`config.mk`:
```
export PLATFORM = sky130hd
export DESIGN_NAME = digest_word_select
export DESIGN_NICKNAME = d
export VERILOG_FILES = /design/src/sampler_pkg.sv /design/src/digest_word_select.sv
export SDC_FILE = /design/constraint.sdc
export NUM_CORES = 1
export LEC_CHECK = 0
export ABC_AREA = 0
export BUFFER_PORTS_ARGS = -buffer_cell sky130_fd_sc_hd__buf_2
export CORE_AREA = 2 2 637 639
export DETAILED_ROUTE_END_ITERATION = 12
export DIE_AREA = 0 0 639 641
export PLACE_DENSITY = 0.3
export SYNTH_ARGS = -nofsm -noshare
export SYNTH_HDL_FRONTEND = slang
export SYNTH_SLANG_ARGS = --single-unit
```
`constraint.sdc`:
```
create_clock -name clk -period 5.7 [get_ports clk]
set_input_delay 0.57 -clock clk [delete_from_list [all_inputs] [get_ports clk]]
set_output_delay 0.57 -clock clk [all_outputs]
set_load 0.005 [all_outputs]
```
`src/sampler_pkg.sv`:
```
// Private-key sampler shared sizes and the candidate word view
package sampler_pkg;

    // ------------------------------------------------------------------------
    // Word geometry
    // ------------------------------------------------------------------------
    // One memory word, one digest word
    localparam int WORD_BITS    = 32;
    // Bit index inside a word
    localparam int BIT_SEL_BITS = 5;

    // ------------------------------------------------------------------------
    // Hash message and digest
    // ------------------------------------------------------------------------
    localparam int SEED_BITS   = 256;
    localparam int STATE_BITS  = 1600;
    // Rate part of the state, taken from the top
    localparam int DIGEST_BITS = 1088;

    localparam int DIGEST_WORDS    = DIGEST_BITS / WORD_BITS;
    localparam int DIGEST_IDX_BITS = 6;

    // Split view: memory word select above, bit select below
    typedef struct packed {
        logic [WORD_BITS-BIT_SEL_BITS-1:0] word_sel;
        logic [BIT_SEL_BITS-1:0]           bit_sel;
    } sample_split_t;

    // One random word from the digest.
    // The raw view gives the candidate position, the split view
    // gives the memory address and the bit within the word.
    typedef union packed {
        logic [WORD_BITS-1:0] raw;
        sample_split_t        split;
    } sample_word_u;

endpackage

```
`src/digest_word_select.sv`:
```
// Digest word index and byte-reordering multiplexer for candidate words
`timescale 1ns/1ps

module digest_word_select import sampler_pkg::*; (
    input  logic                  clk,
    input  logic                  resetn,
    input  logic [STATE_BITS-1:0] keccak_out,
    input  logic                  word_clear,
    input  logic                  word_advance,
    output sample_word_u          cand_word,
    output logic                  last_word
);

    localparam int BYTES_PER_WORD = WORD_BITS / 8;

    logic [DIGEST_BITS-1:0]     digest;
    logic [WORD_BITS-1:0]       digest_word [DIGEST_WORDS];
    logic [DIGEST_IDX_BITS-1:0] word_idx;

    // Digest is the top of the state, byte 0 at the MSB
    assign digest = keccak_out[STATE_BITS-1 -: DIGEST_BITS];

    // ------------------------------------------------------------------------
    // Byte reordering
    // ------------------------------------------------------------------------
    // Word k takes digest bytes 4k..4k+3 with byte 4k as its low byte
    for (genvar k = 0; k < DIGEST_WORDS; k++) begin : g_word
        for (genvar b = 0; b < BYTES_PER_WORD; b++) begin : g_byte
            assign digest_word[k][8*b +: 8] =
                digest[DIGEST_BITS-1-8*(BYTES_PER_WORD*k+b) -: 8];
        end
    end

    always_comb begin
        cand_word.raw = '0;
        if (word_idx < DIGEST_IDX_BITS'(DIGEST_WORDS)) begin
            cand_word.raw = digest_word[word_idx];
        end
    end

    assign last_word = (word_idx == DIGEST_IDX_BITS'(DIGEST_WORDS - 1));

    // ------------------------------------------------------------------------
    // Word index
    // ------------------------------------------------------------------------
    always_ff @(posedge clk) begin
        if (!resetn) begin
            word_idx <= '0;
        end else if (word_clear) begin
            word_idx <= '0;
        end else if (word_advance) begin
            word_idx <= word_idx + 1'b1;
        end
    end

    // Controller restarts the index instead of stepping past word 33
    a_idx_in_range: assert property (
        @(posedge clk) disable iff (!resetn)
        word_idx <= DIGEST_IDX_BITS'(DIGEST_WORDS - 1)
    ) else $error("digest word index beyond last word");

endmodule

```
==> results.py <==
metrics = {
    "status": {
        "status": "completed",
    },
    "floorplan": {
        "die_y_um": 641,
        "core_um2": 402000,
        "dieArea_um2": 410000,
        "ios": 1637,
        "initial_core_util": 0.0236,
        "std_cell_rows": 233,
        "die_w_um": 639,
    },
    "clock_network": {
        "cts_root_buf": "clkbuf_16",
        "cts_htree_levels": 1,
        "cts_setup_buffers": 0,
        "cts.sinks": 6,
        "insertion_delay_ps": 230,
        "cts_tree": "built",
        "clk_pin_slew_ps": 30,
        "cts_inserted_buffers": 3,
        "clockBufferDepth": 2,
        "ctsResizeCount": 0,
        "cts_hold_buffers": 0,
    },
    "placed_design": {
        "dp_hpwl_um": 176000,
        "port_buffers": 1124,
        "dpl-instance-area_um2": 21900,
        "post-place-ws_ps": 931,
        "routabilityCongestion": 0.844,
    },
    "yosys": {
        "synth_most_common_cell": "mux2i_1",
        "syn_area_um2": 9480,
        "synth_top_area_frac": 0.371,
        "ys_async_sr_fraction": 0,
        "avgSynthCellArea_um2": 10.7,
        "synth_cells": 884,
        "syn-num-nets": 2490,
        "synth_top_area_cell": "mux4_2",
        "yosysSeqAreaShare": 0.0127,
        "yosysUniqueCellTypes": 66,
        "synth_ff_type": "dfxtp_1",
        "synth_area_leaders": "mux4_2 37%, mux2i_1 18%, mux2_2 9.0%",
        "synth_edf_count": 0,
        "ys_ff_latch": 6,
        "synth_common_cells": "169 x mux2i_1, 156 x mux4_2, 76 x mux2_2, 55 x o22ai_1, 41 x buf_2",
        "yosys_warnings": 0,
    },
    "timing": {
        "fin_ws_ps": 1200,
        "period_needed_ps": 4500,
        "maxSlewHeadroom": 0.142,
        "setup_violations": 0,
        "rsz0062_at_grt": "false",
        "timing.fmax_ghz": 0.222,
        "fin_crit_sh": 0.789,
        "tns_ps": 0,
        "hold_viol": 0,
        "max_slew.worst_pin.slew_ps": 1250,
        "clock_skew_ps": 1.80,
        "slew_violations": 0,
        "fin_hold_ws_ps": 615,
    },
    "setup_path": {
        "worst_setup_path_start_kind": "register",
        "r2r_cells": 4,
        "worstSetupPathType": "register to primary output",
        "critPathTopFamily": "flip-flops",
        "path_buf_inv": 2,
        "critPathMaxStageDelay_ps": 910,
        "path_max_fanout": 32,
        "path_cells": "buf_12 > mux2i_1 > o22ai_1 > nor3_1 > a221oi_1 > buf_2",
        "crit_required_ps": 5130,
        "r2r_slack_ps": 3520,
        "r2r_end": "word_idx[5]",
        "slowest_stage": "dfxtp_4",
        "critPathArrivalTime_ps": 3930,
        "r2r-start": "word_idx[3]",
        "cp-end-kind": "primary output",
    },
    "layout": {
        "largest_reg_flops": 6,
        "area_delta_synth_final_pct": 133,
        "fillers": 47500,
        "fin_area_um2": 22100,
        "postLayoutCoreUtil": 0.0550,
        "largest-register": "word_idx",
        "final_nets": 3584,
        "largestRegisters": "word_idx (6)",
        "drive_gt1_frac": 0.752,
    },
    "power_and_ir_drop": {
        "power.leakage_nw": 7.22,
        "power_density_nw_per_um2": 63.6,
        "ir_drop_mv": 0.0653,
    },
    "drt": {
        "dr.pass1.iters": 6,
        "routed_wl_um": 191000,
        "via_per_inst": 2.03,
        "wl_per_cell_um": 26.1,
        "ant_nets": 0,
        "drt_iter0_drc": 1113,
        "vias": 14800,
        "drcViolationCount": 0,
    },
    "min_path": {
        "hold_end": "word_idx[1]",
        "hp-start": "word_advance",
        "worstHoldPathCells": 2,
        "hold_path.class": "input pin to register",
    },
    "grt": {
        "grt_pass1_wl_um": 219000,
        "overflow": 0,
        "grt_max_degree": 71,
        "antenna_found_initial": 192,
        "grt_usage": 0.0881,
        "grt_pass1_vias": 14900,
    },
    "flow_run": {
        "cap_viol_max_count": 0,
    },
}
-- worst register-to-register path, cell delays in order, from the launching register on --
cell and delay (ps):
dfxtp_4 720, and2_4 890, nand3_1 230, xor2_1 170
nor2_1 50
-- through the flow --
| step | power (mW) | std cells |
|---|---|---|
| 3_3_place_gp | 1.35 | 7260 |
| 3_5_place_dp | 1.35 | 7260 |
| 2_1_floorplan | 0.502 | 884 |
| 4_1_cts | 1.47 | 7263 |
| 6_report | 1.41 | 7299 |
| 5_1_grt | 1.51 | 7285 |
-- per-layer routing --
metal | up-vias | global-route usage | part of all wire
met5 | - | 0 | 0.0036
met4 | 100 | 0.0108 | 0.020
met3 | 326 | 0.0216 | 0.076
met2 | 1046 | 0.165 | 0.52
met1 | 7233 | 0.103 | 0.38
li1 | 6096 | - | -
-- cell type report --
class	instances	area [µm²]	area share
Antenna cell	36	90.1	0.00407
Clock buffer	3	75.1	0.00340
Inverter	3	13.8	0.000623
Multi-Input combinational cell	759	8840	0.400
Sequential cell	6	143	0.00645
Tap cell	5287	6620	0.299
Timing Repair Buffer	1205	6330	0.286
-- layout by cell type (no fill, tap or decap), types with 4 or more instances in the layout --
cell       netlist  routed
buf_4           22      73
buf_12           1       8
mux2i_1        169     162
a22oi_1         17      16
a2111oi_2        2       5
diode_2          0      36
o221ai_1         9       9
mux2i_2          0       5
nand3b_1         6       6
nor2_1          10       9
a21oi_1         23      23
nand3_1         21      21
mux4_2         156     156
o2111a_1         8       8
a211oi_1        23      23
o21ai_0         10      10
a22o_1          18      18
and3_1           4       4
mux2_2          76      76
a311oi_1         6       6
o22ai_1         55      53
nor4b_1          5       5
a221oi_1        22      18
a222oi_1         6       6
buf_2           41    1124
dfxtp_4          0       6
nand2_1         33      32
o21a_1          10      10
-- cell families after synthesis --
group / Yosys count / synth area share
compound gates: 239 / 0.191
xor+xnor: 5 / 0.00462
fa+ha+maj: 2 / 0.00264
buf+inv: 119 / 0.0788
flops: 6 / 0.0127
mux: 403 / 0.645
simple gates: 110 / 0.0651
-- where the power goes --
part	switching [mW]	internal, mW
registers	0.0138	0.0406
clock network	0.0238	0.0900
logic	0.641	0.596
total	0.679	0.726
-- how the worst max path moves through the flow --
| stage | start | endpoint | depth (start not counted) |
|---|---|---|---|
| floorplan | word_idx[0] | cand_word[20] | 8 |
| global placement | word_idx[0] | cand_word[7] | 7 |
| CTS | word_idx[0] | cand_word[7] | 7 |
| finish | word_idx[0] | cand_word[15] | 6 |
| detailed placement | word_idx[0] | cand_word[7] | 7 |
| global route | word_idx[0] | cand_word[7] | 7 |
No activity file was read; power rests on OpenSTA's default activity.
