### src/sampler_pkg.sv
// Private-key sampler shared sizes and the candidate word view
package sampler_pkg;

    // ------------------------------------------------------------------------
    // Word geometry
    // ------------------------------------------------------------------------
    // One memory word, one digest word
    localparam int WORD_BITS    = 32;
    // Bit index inside a word
    localparam int BIT_SEL_BITS = 5;

    // ------------------------------------------------------------------------
    // Hash message and digest
    // ------------------------------------------------------------------------
    localparam int SEED_BITS   = 256;
    localparam int STATE_BITS  = 1600;
    // Rate part of the state, taken from the top
    localparam int DIGEST_BITS = 1088;

    localparam int DIGEST_WORDS    = DIGEST_BITS / WORD_BITS;
    localparam int DIGEST_IDX_BITS = 6;

    // Split view: memory word select above, bit select below
    typedef struct packed {
        logic [WORD_BITS-BIT_SEL_BITS-1:0] word_sel;
        logic [BIT_SEL_BITS-1:0]           bit_sel;
    } sample_split_t;

    // One random word from the digest.
    // The raw view gives the candidate position, the split view
    // gives the memory address and the bit within the word.
    typedef union packed {
        logic [WORD_BITS-1:0] raw;
        sample_split_t        split;
    } sample_word_u;

endpackage

### src/weight_insert.sv
// Candidate masking, duplicate rejection, memory read-modify-write and weight count
`timescale 1ns/1ps

module weight_insert import sampler_pkg::*; #(
    parameter int R_BITS = 12323,
    parameter int WEIGHT = 71
) (
    input  logic                 clk,
    input  logic                 resetn,
    input  sample_word_u         cand_word,
    input  logic                 poly_sel,
    input  logic                 read_phase,
    input  logic                 write_phase,
    input  logic                 weight_clear,
    input  logic [WORD_BITS-1:0] h0_din,
    input  logic [WORD_BITS-1:0] h1_din,
    output logic                 weight_full,
    output logic                 h0_rden,
    output logic                 h1_rden,
    output logic                 h0_wren,
    output logic                 h1_wren,
    output logic [$clog2(R_BITS)-BIT_SEL_BITS-1:0] h_addr,
    output logic [WORD_BITS-1:0] h_dout,
    output logic                 h0_compact_wren,
    output logic                 h1_compact_wren,
    output logic [$clog2(WEIGHT+1)-1:0] h_compact_addr,
    output logic [WORD_BITS-1:0] h_compact_dout
);

    localparam int POS_BITS  = $clog2(R_BITS);
    localparam int ADDR_BITS = POS_BITS - BIT_SEL_BITS;
    localparam int CNT_BITS  = $clog2(WEIGHT + 1);

    logic [POS_BITS-1:0]     position;
    logic                    pos_valid;
    logic [BIT_SEL_BITS-1:0] bit_sel;
    logic [WORD_BITS-1:0]    bit_mask;
    logic [WORD_BITS-1:0]    rd_word;
    logic                    bit_was_set;
    logic                    word_write;
    logic                    new_bit;
    logic [CNT_BITS-1:0]     weight_cnt;

    // ------------------------------------------------------------------------
    // Candidate decode
    // ------------------------------------------------------------------------
    assign position  = cand_word.raw[POS_BITS-1:0];
    // Positions at or above R_BITS are rejected
    assign pos_valid = ({1'b0, position} < (POS_BITS+1)'(R_BITS));

    assign h_addr  = cand_word.split.word_sel[ADDR_BITS-1:0];
    assign bit_sel = cand_word.split.bit_sel;

    // One-hot bit within the word
    assign bit_mask = WORD_BITS'(1) << bit_sel;

    // ------------------------------------------------------------------------
    // Read-modify-write
    // ------------------------------------------------------------------------
    assign h0_rden = read_phase & ~poly_sel;
    assign h1_rden = read_phase &  poly_sel;

    assign rd_word     = poly_sel ? h1_din : h0_din;
    assign bit_was_set = |(rd_word & bit_mask);

    // Already set bit leaves the word unchanged
    assign h_dout = rd_word | bit_mask;

    assign word_write = write_phase & pos_valid;
    assign h0_wren    = word_write & ~poly_sel;
    assign h1_wren    = word_write &  poly_sel;

    // Duplicates give no compact entry and no weight step
    assign new_bit         = word_write & ~bit_was_set;
    assign h0_compact_wren = new_bit & ~poly_sel;
    assign h1_compact_wren = new_bit &  poly_sel;
    assign h_compact_addr  = weight_cnt;
    assign h_compact_dout  = {{(WORD_BITS-POS_BITS){1'b0}}, position};

    // ------------------------------------------------------------------------
    // Weight counter
    // ------------------------------------------------------------------------
    always_ff @(posedge clk) begin
        if (!resetn) begin
            weight_cnt <= '0;
        end else if (weight_clear) begin
            weight_cnt <= '0;
        end else if (new_bit) begin
            weight_cnt <= weight_cnt + 1'b1;
        end
    end

    assign weight_full = (weight_cnt == CNT_BITS'(WEIGHT));

    // Compact write follows a read of that polynomial at the same word address
    a_compact_after_read: assert property (
        @(posedge clk) disable iff (!resetn)
        (h0_compact_wren || h1_compact_wren) |->
            $stable(h_addr) && (h0_compact_wren ? $past(h0_rden) : $past(h1_rden))
    ) else $error("compact write without a read of the same word one cycle before");

endmodule

### config.mk
export PLATFORM = sky130hd
export DESIGN_NAME = weight_insert
export DESIGN_NICKNAME = d
export VERILOG_FILES = /design/src/sampler_pkg.sv /design/src/weight_insert.sv
export SDC_FILE = /design/constraint.sdc
export NUM_CORES = 1
export LEC_CHECK = 0
export CORE_AREA = 2 2 72 74
export CTS_CLUSTER_DIAMETER = 200
export CTS_CLUSTER_SIZE = 10
export DETAILED_ROUTE_END_ITERATION = 7
export DIE_AREA = 0 0 74 76
export DONT_BUFFER_PORTS = 1
export PLACE_DENSITY_LB_ADDON = 0.25
export SYNTH_ARGS = -nofsm -noshare
export SYNTH_HDL_FRONTEND = slang
export SYNTH_SLANG_ARGS = --single-unit
### constraint.sdc
create_clock -name clk -period 11.8 [get_ports clk]
set_input_delay 3.54 -clock clk [delete_from_list [all_inputs] [get_ports clk]]
set_output_delay 3.54 -clock clk [all_outputs]
set_load 0.03 [all_outputs]
==> results.txt <==
relative max-transition margin -> 0.277
height of the die -> 76 um
area used by multi-input combinational logic -> 0.00117 mm^2
total inserted antenna cells -> 0
peak fanout along the critical path -> 10
Post-DRT Antenna Nets -> 0
Ys Warns -> 0
critical path buffer and inverter count -> 0
Synth Flop Type -> dfxtp_1
cells along the critical path -> or2_2, o21ai_0, a32oi_1, or3_4, nor3_1, and2_1
overflow left after global routing -> 0
hold wc startpoint -> h_compact_addr[6]$_SDFFE_PP0P_
Die Span X -> 74 um
number of buffers created by CTS -> 3
r2r endpoint -> h_compact_addr[6]$_SDFFE_PP0P_
most common cell after layout, fill and taps aside -> o21ai_0
post-place instance area -> 0.00140 mm^2
overall fraction of global-route tracks in use -> 0.157
number of top-level design ports -> 189
area share of xor/xnor cells in the synthesized design -> 0.0162
cell chosen for the clock root -> clkbuf_8
starting DRC count in detailed routing -> 31
pwr dens -> 82.6 mW/mm^2
amount of wire on met3 after detailed routing -> 354 um
type of the worst setup path -> in2out
total power after layout -> 0.120 mW
setup slack of the critical path after layout -> 2.43 ns
portion of the post-synthesis area used by sequential elements -> 0.0865
maximum buffer depth of the clock tree -> 2
Setup violations, final -> 0
cell accounting for the most synthesized area -> mux2i_1
number of enable flip-flop cells after synthesis -> 0
status -> complete, no violations
Simple-Gate Fraction of Synth Area -> 0.202
top cells by area, synth -> mux2i_1, buf_4, o21ai_0
post-synthesis to final-layout area growth -> -10.7%
CTS tree -> yes
latest clock arrival within the worst-skew pair -> 0.23 ns
Min-Delay Path Class -> reg2reg
routed vias -> 1433
quantity of hold-fixing buffers added after cts -> 0
worst reg2reg path depth -> 5
Initial Utilization -> 0.330
DRC -> 0
worst setup path startpoint -> cand_word[4]
final setup skew -> 0.00185 ns
global-route wire length before repair -> 6920 um
most frequent cells in the layout -> o21ai_0, mux2i_1, conb_1
count of buffers added by post-CTS timing repair for setup -> 0
layout cell share with drive strength beyond 1 -> 0.0820
Achievable Freq -> 0.107 GHz
number of vias per cell after detailed routing -> 5.66
crit path launch type -> primary input
Final nets -> 287
number of antenna violations at the first check in global routing -> 0
endpoints failing hold -> 0
largest family of logic cells by synthesized area -> multiplexers
utilization after layout -> 0.295
area of all placed cells without fillers -> 0.00145 mm^2
number of flip-flops in the largest register -> 7
Final Cycle Share -> 0.794
flop-to-flop setup slack -> 10.10 ns
met1 wire length -> 2050 um
total met2 wirelength after detailed routing -> 2280 um
cell row count -> 26
uppermost metal layer occupied by signal nets -> met4
cell family contributing the most delay on the critical path -> simple AND/OR/NAND/NOR gates
share of the synthesized area in the top cell type -> 0.198
CTS H-Tree Depth -> 1
final wirelength -> 4740 um
max-capacitance violation count -> 0
combined flip-flop and latch cell area -> 140 um^2
Resized Gates After CTS -> 0
Yosys reg bits -> 7
via count of the first global-routing pass -> 1274
mux cell area share after synthesis -> 0.246
nature of the critical path endpoint -> output pin
worst hold endpoint -> h_compact_addr[6]$_SDFFE_PP0P_
total count of max-transition violations in the final report -> 0
synthesized area per cell -> 7.61 um^2
summed negative setup slack over all endpoints -> 0 ns
number of instances in the synthesized netlist -> 213
Filler Cell Count -> 547
Reg-to-Reg Start -> h_compact_addr[1]$_SDFFE_PP0P_
Syn Std Cell Area -> 0.00162 mm^2
arrival time at the worst endpoint -> 5.83 ns
Clock Pin Slew Worst Setup and Hold Paths -> 0.04 ns
Die Outline Area -> 0.00562 mm^2
largest net degree at the start of global routing -> 41
transition time at the pin with the least slew margin -> 1.07 ns
Port Buf Inserts -> 0
number of library cell types mapped by synthesis -> 44
Compound-Gate Fraction of Synth Area -> 0.209
slowest CP cell -> nor3_1
dpl hpwl -> 3900 um
CP max stage delay -> 0.56 ns
depth of the worst hold-timing path -> 2
unrepaired setup endpoints after global routing -> false
number of iterations in the first detailed-routing pass -> 4
fraction of registers with async set/reset -> 0
CTS Sinks -> 7
average wire length per cell after detail routing -> 18.7 um
time the final worst path needs with I/O delays and setup -> 9.37 ns
data required time of the worst path -> 8.26 ns
peak ir drop on the vdd network -> 0.0272 mV
placer congestion estimate -> 0.754
area share of fa/ha/maj cells after synthesis -> 0.00772
core footprint -> 0.00491 mm^2
static leakage -> 0.561 nW
worst setup slack before clock tree synthesis -> 2.37 ns
routing by layer:
| metal | up-vias | GRT usage |
|---|---|---|
| li1 | 663 | - |
| met1 | 666 | 0.204 |
| met2 | 95 | 0.262 |
| met3 | 9 | 0.0344 |
| met4 | 0 | 0.0327 |
| met5 | - | 0 |
final cells by class:
| class | count | share of cell area |
|---|---|---|
| multi-input combinational | 171 | 0.809 |
| sequential | 7 | 0.0968 |
| tap | 70 | 0.0605 |
| clock buffer | 4 | 0.0311 |
| inverter | 1 | 0.00259 |
power breakdown:
| group | leakage, nW | internal [mW] | switching [mW] | total (mW) |
|---|---|---|---|---|
| clock | 0.0228 | 0.0234 | 0.0104 | 0.0338 |
| combinational | 0.481 | 0.0146 | 0.0467 | 0.0613 |
| sequential | 0.0564 | 0.0240 | 0.000598 | 0.0246 |
| total | 0.561 | 0.0619 | 0.0577 | 0.120 |
logic make-up (layout without fill, tap and decap cells):
logic type      count (synthesis)  after routing
compound gates                 57             57
simple gates                   56             56
buf+inv                        52              5
mux                            36             36
flops                           7              7
xor+xnor                        3              3
fa+ha+maj                       1              1
other cells                     1             18
worst reg2reg max path: cells and delay by family, from the launching register on:
| family | cells | cell delay (ns) |
|---|---|---|
| flops | 1 | 0.55 |
| simple gates | 3 | 0.68 |
| fa+ha+maj | 1 | 0.31 |
| compound gates | 1 | 0.08 |
stage by stage:
step	hold slack, ns	cells
3_5_place_dp	0.631	249
5_1_grt	0.672	253
6_report	0.637	253
3_3_place_gp	0.623	249
4_1_cts	0.636	253
2_1_floorplan	0.594	230
synthesized netlist by cell type (2+ instances only):
master,number
clkbuf_1,4
dfxtp_1,7
o311ai_0,2
mux4_2,3
o22a_1,2
mux2i_1,32
nand3b_1,3
nand3_1,2
nor2_1,12
nor3_1,3
buf_4,41
buf_2,3
o21bai_1,4
o21ai_0,33
nand2_1,9
o22ai_1,9
nand2b_1,4
or3b_2,4
xnor2_1,3
and2_1,2
or3_1,2
or3_4,2
nor4b_1,2
a21oi_1,2
nor2b_1,4
how the worst max path moves through the flow:
stage                      endpoint  cells after the start
finish              h1_compact_wren                      6
global route        h1_compact_wren                      6
CTS                 h1_compact_wren                      6
detailed placement  h1_compact_wren                      6
global placement    h1_compact_wren                      6
floorplan           h1_compact_wren                     10
Power figures use the tool's default switching activity.
