## config.mk

```make
export PLATFORM = sky130hd
export DESIGN_NAME = sampler_ctrl
export DESIGN_NICKNAME = d
export VERILOG_FILES = /design/src/sampler_ctrl.sv
export SDC_FILE = /design/constraint.sdc
export NUM_CORES = 1
export LEC_CHECK = 0
export BUFFER_PORTS_ARGS = -buffer_cell sky130_fd_sc_hd__buf_2
export CAP_MARGIN = 20
export CORE_AREA = 2 2 39 41
export CTS_CLUSTER_DIAMETER = 120
export CTS_CLUSTER_SIZE = 16
export DETAILED_ROUTE_END_ITERATION = 6
export DIE_AREA = 0 0 41 43
export PLACE_DENSITY = 0.54
export SYNTH_ARGS = -nofsm -noshare
export SYNTH_HDL_FRONTEND = slang
export SYNTH_SLANG_ARGS = --single-unit
```

## constraint.sdc

```tcl
create_clock -name clk -period 3.2 [get_ports clk]
set_input_delay 0.32 -clock clk [delete_from_list [all_inputs] [get_ports clk]]
set_output_delay 0.32 -clock clk [all_outputs]
set_load 0.03 [all_outputs]
```

## src/sampler_ctrl.sv

```systemverilog
// Sequencing FSM for hashing, h0 and h1 sampling and completion
`timescale 1ns/1ps

module sampler_ctrl (
    input  logic clk,
    input  logic resetn,
    input  logic enable,
    input  logic keccak_done,
    input  logic weight_full,
    input  logic last_word,
    output logic done,
    output logic keccak_enable,
    output logic keccak_init,
    output logic word_clear,
    output logic word_advance,
    output logic weight_clear,
    output logic poly_sel,
    output logic read_phase,
    output logic write_phase
);

    typedef enum logic [2:0] {
        S_IDLE,
        S_ABSORB,
        S_SQUEEZE,
        S_HASH_WAIT,
        S_READ,
        S_WRITE,
        S_SWITCH,
        S_DONE
    } state_t;

    state_t state;
    state_t state_next;

    // ------------------------------------------------------------------------
    // State register
    // ------------------------------------------------------------------------
    always_ff @(posedge clk) begin
        if (!resetn) begin
            state <= S_IDLE;
        end else begin
            state <= state_next;
        end
    end

    // Low while filling h0, high for h1
    always_ff @(posedge clk) begin
        if (!resetn) begin
            poly_sel <= 1'b0;
        end else if (state == S_SWITCH) begin
            poly_sel <= 1'b1;
        end
    end

    // ------------------------------------------------------------------------
    // Next state
    // ------------------------------------------------------------------------
    always_comb begin
        state_next = state;
        case (state)
            S_IDLE: begin
                if (enable) begin
                    state_next = S_ABSORB;
                end
            end
            S_ABSORB: begin
                state_next = S_HASH_WAIT;
            end
            S_SQUEEZE: begin
                state_next = S_HASH_WAIT;
            end
            S_HASH_WAIT: begin
                if (keccak_done) begin
                    state_next = S_READ;
                end
            end
            S_READ: begin
                // Full weight hands h0 over to h1 and ends h1
                if (weight_full) begin
                    state_next = poly_sel ? S_DONE : S_SWITCH;
                end else begin
                    state_next = S_WRITE;
                end
            end
            S_WRITE: begin
                state_next = last_word ? S_SQUEEZE : S_READ;
            end
            S_SWITCH: begin
                state_next = S_READ;
            end
            S_DONE: begin
                state_next = S_DONE;
            end
            default: begin
                state_next = S_IDLE;
            end
        endcase
    end

    // ------------------------------------------------------------------------
    // Outputs
    // ------------------------------------------------------------------------
    always_comb begin
        done          = 1'b0;
        keccak_enable = 1'b0;
        keccak_init   = 1'b0;
        word_clear    = 1'b0;
        word_advance  = 1'b0;
        weight_clear  = 1'b0;
        read_phase    = 1'b0;
        write_phase   = 1'b0;
        case (state)
            S_ABSORB: begin
                keccak_enable = 1'b1;
                keccak_init   = 1'b1;
                word_clear    = 1'b1;
                weight_clear  = 1'b1;
            end
            S_SQUEEZE: begin
                keccak_enable = 1'b1;
            end
            S_READ: begin
                read_phase = 1'b1;
            end
            S_WRITE: begin
                read_phase  = 1'b1;
                write_phase = 1'b1;
                // Last word restarts the index for the next block
                word_clear   = last_word;
                word_advance = ~last_word;
            end
            S_SWITCH: begin
                weight_clear = 1'b1;
            end
            S_DONE: begin
                done = 1'b1;
            end
            default: begin
            end
        endcase
    end

    // Keccak answers only while the controller waits for a block
    a_done_in_hash_wait: assert property (
        @(posedge clk) disable iff (!resetn)
        keccak_done |-> state == S_HASH_WAIT
    ) else $error("keccak_done outside the hash wait state");

endmodule

```

==> results list, run 1 <==
* Run status: completed
* Synthesis-stage register bit count: 4
- The worst pin sits at a relative slew slack of 73.6%.
- In this run the cell area measured after placement is 345 µm².
- Number of flops mapped to enable cells by yosys: 0
- The top cell type by area accounts for 28.3% of the synthesized area.
* VDD IR-drop max: 0.158 mV
- Post-Synthesis Cells: 36
* Actual transition at the worst max-transition pin: 0.396 ns
- Post-Layout Cell Count: 66
- Maximum buffer depth of the clock tree: 2
- The first detailed-routing pass ran for 4 iterations.
* Total non-filler cell area in the finished layout: 368 µm²
- In this run the count of I/O pins placed on the die edge is 15.
* Number of rows in the core area: 14
* Post-layout worst setup margin: 1.52 ns
* Total Die Area: 1760 µm²
- Worst skew pair latency: 0.23 ns
- The count of pins over their slew limit is 0.
* Number of DRC violations after detailed-routing iteration 0: 4
- Synth area leader: sky130_fd_sc_hd__dfxtp_1
* Post_cts resized: 0
- Setup repair after global routing left no endpoint under its margin.
- The worst setup path is launched from a flip-flop.
- The tool flagged a number of max-cap violations equal to 0.
- At the end of routability-driven placement, the weighted congestion stood at 0.739.
- Core ar.: 1380 µm²
* Height of the die: 43 µm
- Cells with a size suffix above 1 make up 36.0% of the layout.
- Data on the critical path arrives at its endpoint at 1.36 ns.
- The filler cells instantiated in the layout total 159.
- Leading register cell type out of synthesis: sky130_fd_sc_hd__dfxtp_1
* Final setup violation count: 0
- Crit path time final: 1.68 ns
* CTS Sinks: 4
- For this configuration, the core starts out at a cell density of 20.4%.
* Most common cell in the synthesized netlist: sky130_fd_sc_hd__nor2b_1
- Critical setup path kind: reg -> out
* Detailed placer's ending HPWL: 462 µm
* H-tree Lvls: 1
- Port buffering added 14 buffers.
- Maximum fanout along the worst path: 14
- Syn-to-layout area delta: 30.1%
* Top post-synthesis cells by area: sky130_fd_sc_hd__dfxtp_1 28%, sky130_fd_sc_hd__nor2b_1 11%, sky130_fd_sc_hd__nand2b_1 8.8%, sky130_fd_sc_hd__buf_6 8.0%, sky130_fd_sc_hd__a21oi_1 5.3%
* # hold bufs at CTS: 0
- Data on the critical path is required at its endpoint by 2.88 ns.
- The worst setup path is captured at an output port.
* Gr ovfl total: 0
* Summed negative setup slack over all endpoints: 0 ns
- Count of nets left with antenna violations after detail routing: 0
* Post-Route Skew: 0.00145 ns
* TritonCTS clock tree: built
- Overall via count from detail_route: 291
- In this run the post-CTS setup repair buffer count came out at 0.
- Total routed wirelength: 622 µm
- Proportion of register bits with asynchronous set or reset after synthesis: 0%
- Clock-pin slew was measured on the worst setup and hold paths at 0.04 ns.
- In this run the horizontal extent of the chip is 41 µm.
- Placed cell count: 63
- For this run, design rule violations remaining after detail routing come to 0.
* Inserted Diodes: 0
* Portion of the post-synthesis area used by sequential elements: 28.3%
- Summing every instance area after synthesis gives 283 µm².
- Yosys mapped the design onto 17 distinct sky130hd cell types.
* Maximum number of pins on one net before global-route repair: 15
- Post-Syn Nets: 42
- Maximum clock frequency: 0.594 GHz
* Path class of the lowest-slack min-delay path: in -> reg
- In this run the static leakage power is 0.190 nW.
- Clock root buffer: sky130_fd_sc_hd__clkbuf_4
- Via count of the first global-routing pass: 243
- Via density: 4.41
* Number of nets in the layout: 58
- Timing analysis after detailed placement gives a worst setup slack of 1.76 ns.
* Total power density per cell area: 505 nW/µm²
- Wire length of the first global-routing pass: 924 µm
* Mean Syn Cell Area: 7.85 µm²
- After synthesis, the most frequently instantiated cells are 5 x sky130_fd_sc_hd__nor2b_1, 4 x sky130_fd_sc_hd__dfxtp_1, 4 x sky130_fd_sc_hd__nand2b_1.
* Drt wl/cell: 9.42 µm
- Synthesis warning total: 0
- The total count of hold-check failures in the final report was 0.
- Antenna violations before repair: 0
- Counting the buffers created by CTS gives 3.
- Dividing the final minimum period by the clock period gives 52.6%.
- GRT Resource Usage Total: 8.24%
-- stage by stage --
step | util, % | total power [mW] | hold slack (ns)
floorplan | - | 0.115 | 0.448
global placement | 25.0 | 0.127 | 0.518
detailed placement | 25.0 | 0.127 | 0.510
CTS | 26.6 | 0.190 | 0.328
global route | 26.6 | 0.199 | 0.371
finish | 26.6 | 0.186 | 0.334
-- area by class of cell --
| cell class | instances | area, µm² | area share (%) |
|---|---|---|---|
| multi-input cells | 29 | 175 | 47.6 |
| well taps | 16 | 20.0 | 5.44 |
| flip-flops and latches | 4 | 80.1 | 21.8 |
| repair buffers | 14 | 70.1 | 19.0 |
| clock buffers | 3 | 22.5 | 6.12 |
-- cell usage in the layout (no fill, tap or decap), drive strengths merged --
cell type and n:
nor2 2, nand4b 1, nand2b 4, nor2b 5, a21o 2, or3 1, nor3 2, a22oi 1
dfxtp 4, and3 1, o21a 1, a211oi 2, nand2 3, buf 14, a21oi 3, and2b 1
clkbuf 3
-- critical path, stage by stage (launching register included) --
cell                       delay (ns)
sky130_fd_sc_hd__dfxtp_1         0.55
sky130_fd_sc_hd__nand2b_1        0.20
sky130_fd_sc_hd__nor2_1          0.06
sky130_fd_sc_hd__a21o_1          0.16
sky130_fd_sc_hd__buf_2           0.17
-- metal layers --
metal | vias up | part of all wire, % | wire [µm] | track usage, %
met2 | 11 | 39 | 242 | 9.69
li1 | 157 | - | - | -
met4 | 0 | 1.4 | 9 | 8.00
met3 | 2 | 7.9 | 49 | 3.14
met5 | - | 0 | 0 | 0
met1 | 121 | 51 | 320 | 10.6
-- power by group --
group	internal, mW	total (mW)	switching, mW
Combinational	0.0230	0.0596	0.0366
Clock	0.0418	0.0597	0.0180
Sequential	0.0548	0.0663	0.0115
Total	0.120	0.186	0.0661
-- registers in the layout, summed over array words and instances (netlist names) --
name	flops
poly_sel	1
state	3
-- kinds of logic (layout without fill, tap and decap cells) --
family / count (synthesis) / in the layout / share of synthesized area [%]
flip-flops: 4 / 4 / 28.3
AO/OA/AOI/OAI: 9 / 9 / 21.2
AND/OR/NAND/NOR: 20 / 20 / 40.7
buffers and inverters: 3 / 17 / 9.73
-- final timing paths --
kind | end | slack (ns) | cells after the start | startpoint
max | weight_clear | 1.52 | 4 | state[1]
min | state[2] | 0.33 | 2 | resetn
max reg2reg | state[1] | 2.02 | 3 | state[0]
min reg2reg | poly_sel | 0.54 | 2 | poly_sel
No activity file was read; power rests on OpenSTA's default activity.
==> run 2, diff against run 1 <==
- PLACE_DENSITY: 0.54 -> 0.55
- clock period: 3.2 -> 1.4 ns (I/O delays scaled with it)
==> run 2 against run 1 <==
Combinational power increased by 150%. Critical path type unchanged. Critical endpoint unchanged. Clock skew decreased by 0.0010 ns. Highest routed layer is now met3. Via count decreased by 2.1%.
==> results list, run 2 (synthesis gave the netlist of run 1 again) <==
- The minimum hold slack was 0.148 ns (-0.186 ns).
- Number of DRC violations after detailed-routing iteration 0: 5 (+1)
- Syn-to-layout area delta: 35.8%
* Crit path time final: 1.35 ns
* Max FFs per register: 3 (unchanged)
* Max-cap viol count: 0 (unchanged)
- Via density: 4.25 (-3.5%)
* Summed negative setup slack over all endpoints: 0 ns (unchanged)
* Core ar.: 1380 µm² (unchanged)
- The fraction of final layout cells with drive strength greater than 1 came to 45.1% (+9.1 points).
- The final net count came to 59 (+1.7%).
* Starting density of the core: 20.4% (unchanged)
* Path depth of the worst reg2reg path: 3 (unchanged)
- Kind of capture point of the worst setup path: output port
- The leakage component of the power is 0.197 nW (+3.3%).
* Detailed placer's ending HPWL: 481 µm (+4.2%)
- The measured slew at the worst slew-check pin is 0.191 ns (-0.205 ns).
* End point of the most critical hold path: state[2]
- The worst setup slack after placement is 0.185 ns (-1.58 ns).
- The total DRC errors in the routed layout was 0 (unchanged).
* Inserted Diodes: 0 (unchanged)
- The global placement routability congestion was 0.670 (-9.2%).
* Clock root buffer: sky130_fd_sc_hd__clkbuf_4
- The worst slew slack as a fraction of its limit was 87.2% (+14 points).
- The count of pins over their slew limit was 0 (unchanged).
* VDD IR-drop max: 0.344 mV (+120%)
- The largest net degree at the start of global routing came to 12 (-3).
* Critical setup path kind: reg -> out
* Worst reg2reg startpoint: state[0]
- The maximum buffer depth of the clock tree came to 2 (unchanged).
- The footprint of the multi-input gates came to 178 µm² (+1.4%).
- Beginning of the worst hold path: resetn
- GRT Resource Usage Total: 9.35% (+1.1 points)
* Post-layout worst setup margin: 0.0485 ns (-1.47 ns)
- Run status: completed
- The slack of the worst reg-to-reg path is 0.34 ns (-1.68 ns).
* Drt wl/cell: 9.66 µm (+2.5%)
- In the layout the commonest cells are 14 x sky130_fd_sc_hd__buf_2, 5 x sky130_fd_sc_hd__nor2b_1, 4 x sky130_fd_sc_hd__nand2b_1.
- Number of I/O port buffers: 14 (unchanged)
- Number of rows in the core area: 14 (unchanged)
- The sum of routed wire length over all layers is 647 µm (+4.0%).
- Footprint of the flip-flops and latches: 86.3 µm² (+7.8%)
- Path class of the lowest-slack min-delay path: in -> reg
* Height of the die: 43 µm (unchanged)
- The number of buffers created by CTS was 3 (unchanged).
* Largest registers: state (3), poly_sel (1)
* Wire length of the first global-routing pass: 1.08 mm (+17%)
* Maximum fanout along the worst path: 10 (-4)
* Total power density per cell area: 1150 nW/µm² (+130%)
- # hold bufs at CTS: 0 (unchanged)
- The horizontal extent of the die came to 41 µm (unchanged).
- Setup repair after global routing left no endpoint under its margin.
* FF-to-FF End: state[0]
* Total Die Area: 1760 µm² (unchanged)
* Gr ovfl total: 0 (unchanged)
- CP startpoint kind: flip-flop
- Maximum clock frequency: 0.740 GHz
- Required time reported for the critical path endpoint: 1.26 ns (-1.62 ns)
- H-tree Lvls: 1 (unchanged)
- Count of filler cells inserted in the layout: 152 (-4.4%)
* WP data arrival: 1.21 ns (-0.15 ns)
- Most common cell after layout, fill and taps aside: sky130_fd_sc_hd__buf_2
- CTS Sinks: 4 (unchanged)
- The initial antenna violation count came to 0 (unchanged).
- TritonCTS built the clock tree.
- Number of failing hold endpoints at the final stage: 0 (unchanged)
- Reg with most FFs: state
- The detailed-route via count was 285 (-2.1%).
* Post-route fraction of the period consumed by the critical path: 96.5%
- The setup-violating endpoint count in the final report was 0 (unchanged).
- The clock slew at the register clock pins of the worst setup and hold paths is 0.04 ns (about the same).
* First-pass iteration count of the detailed router: 2 (-2)
- Worst skew pair latency: 0.23 ns (about the same)
- The count of cells along the worst hold path is 2 (unchanged).
- Count of nets left with antenna violations after detail routing: 0 (unchanged)
- # IOs: 15 (unchanged)
- Via count of the first global-routing pass: 263 (+8.2%)
- Post-Route Skew: 0.000433 ns (-0.00102 ns)
[run 2: changes by cell type in the layout (fill, tap and decap cells not counted)]
| cell | previous run | this run |
|---|---|---|
| sky130_fd_sc_hd__nor2_2 | 0 | 1 |
| sky130_fd_sc_hd__dfxtp_1 | 4 | 1 |
| sky130_fd_sc_hd__dfxtp_2 | 0 | 2 |
| sky130_fd_sc_hd__buf_4 | 0 | 1 |
| sky130_fd_sc_hd__nor2_1 | 2 | 1 |
| sky130_fd_sc_hd__dfxtp_4 | 0 | 1 |
[run 2: how the worst max path moves through the flow]
| stage | from | end | depth (start not counted) |
|---|---|---|---|
| global placement | state[0] | weight_clear | 3 |
| finish | state[0] | weight_clear | 3 |
| CTS | state[0] | weight_clear | 3 |
| global route | state[0] | weight_clear | 3 |
| detailed placement | state[0] | weight_clear | 3 |
| floorplan | state[0] | weight_clear | 4 |
[run 2: what timing repair did]
item | in CTS | in global routing
endpoints found under the setup margin | 1 | 1
gates resized for setup | 3 | 2
buffers inserted | 0 | 0
[run 2: worst max-delay path, stage by stage, from the launching register on]
cell	delay, ns
sky130_fd_sc_hd__dfxtp_4	0.38
sky130_fd_sc_hd__and2b_2	0.25
sky130_fd_sc_hd__a21o_1	0.18
sky130_fd_sc_hd__buf_2	0.17
[run 2: area by class of cell]
cell class                      count  share of cell area (%)
Clock buffer                        3                    5.86
Multi-Input combinational cell     29                    46.3
Sequential cell                     4                    22.5
Tap cell                           16                    5.21
Timing Repair Buffer               15                    20.2
[run 2: routing by layer]
metal / track usage [%] / vias to the layer above / part of all wire, %
li1: - / 157 / -
met1: 13.5 / 119 / 50
met2: 10.3 / 9 / 42
met3: 3.14 / 0 / 7.9
met4: 8.00 / 0 / 0
met5: 0 / - / 0
[run 2: report_power, final]
group	internal, mW	leakage [nW]	switching [mW]
Clock	0.0959	0.0138	0.0475
Combinational	0.0585	0.149	0.0898
Sequential	0.128	0.0341	0.0222
Total	0.282	0.197	0.160
[run 2: metrics by stage]
| step | instances | util (%) | power [mW] | instance area [µm²] |
|---|---|---|---|---|
| 6_report | 67 | 27.8 | 0.442 | 384 |
| 5_1_grt | 67 | 27.8 | 0.470 | 384 |
| 4_1_cts | 67 | 27.4 | 0.451 | 379 |
| 3_5_place_dp | 64 | 25.5 | 0.296 | 353 |
| 3_3_place_gp | 64 | 25.5 | 0.296 | 353 |
| 2_1_floorplan | 36 | - | 0.264 | 283 |
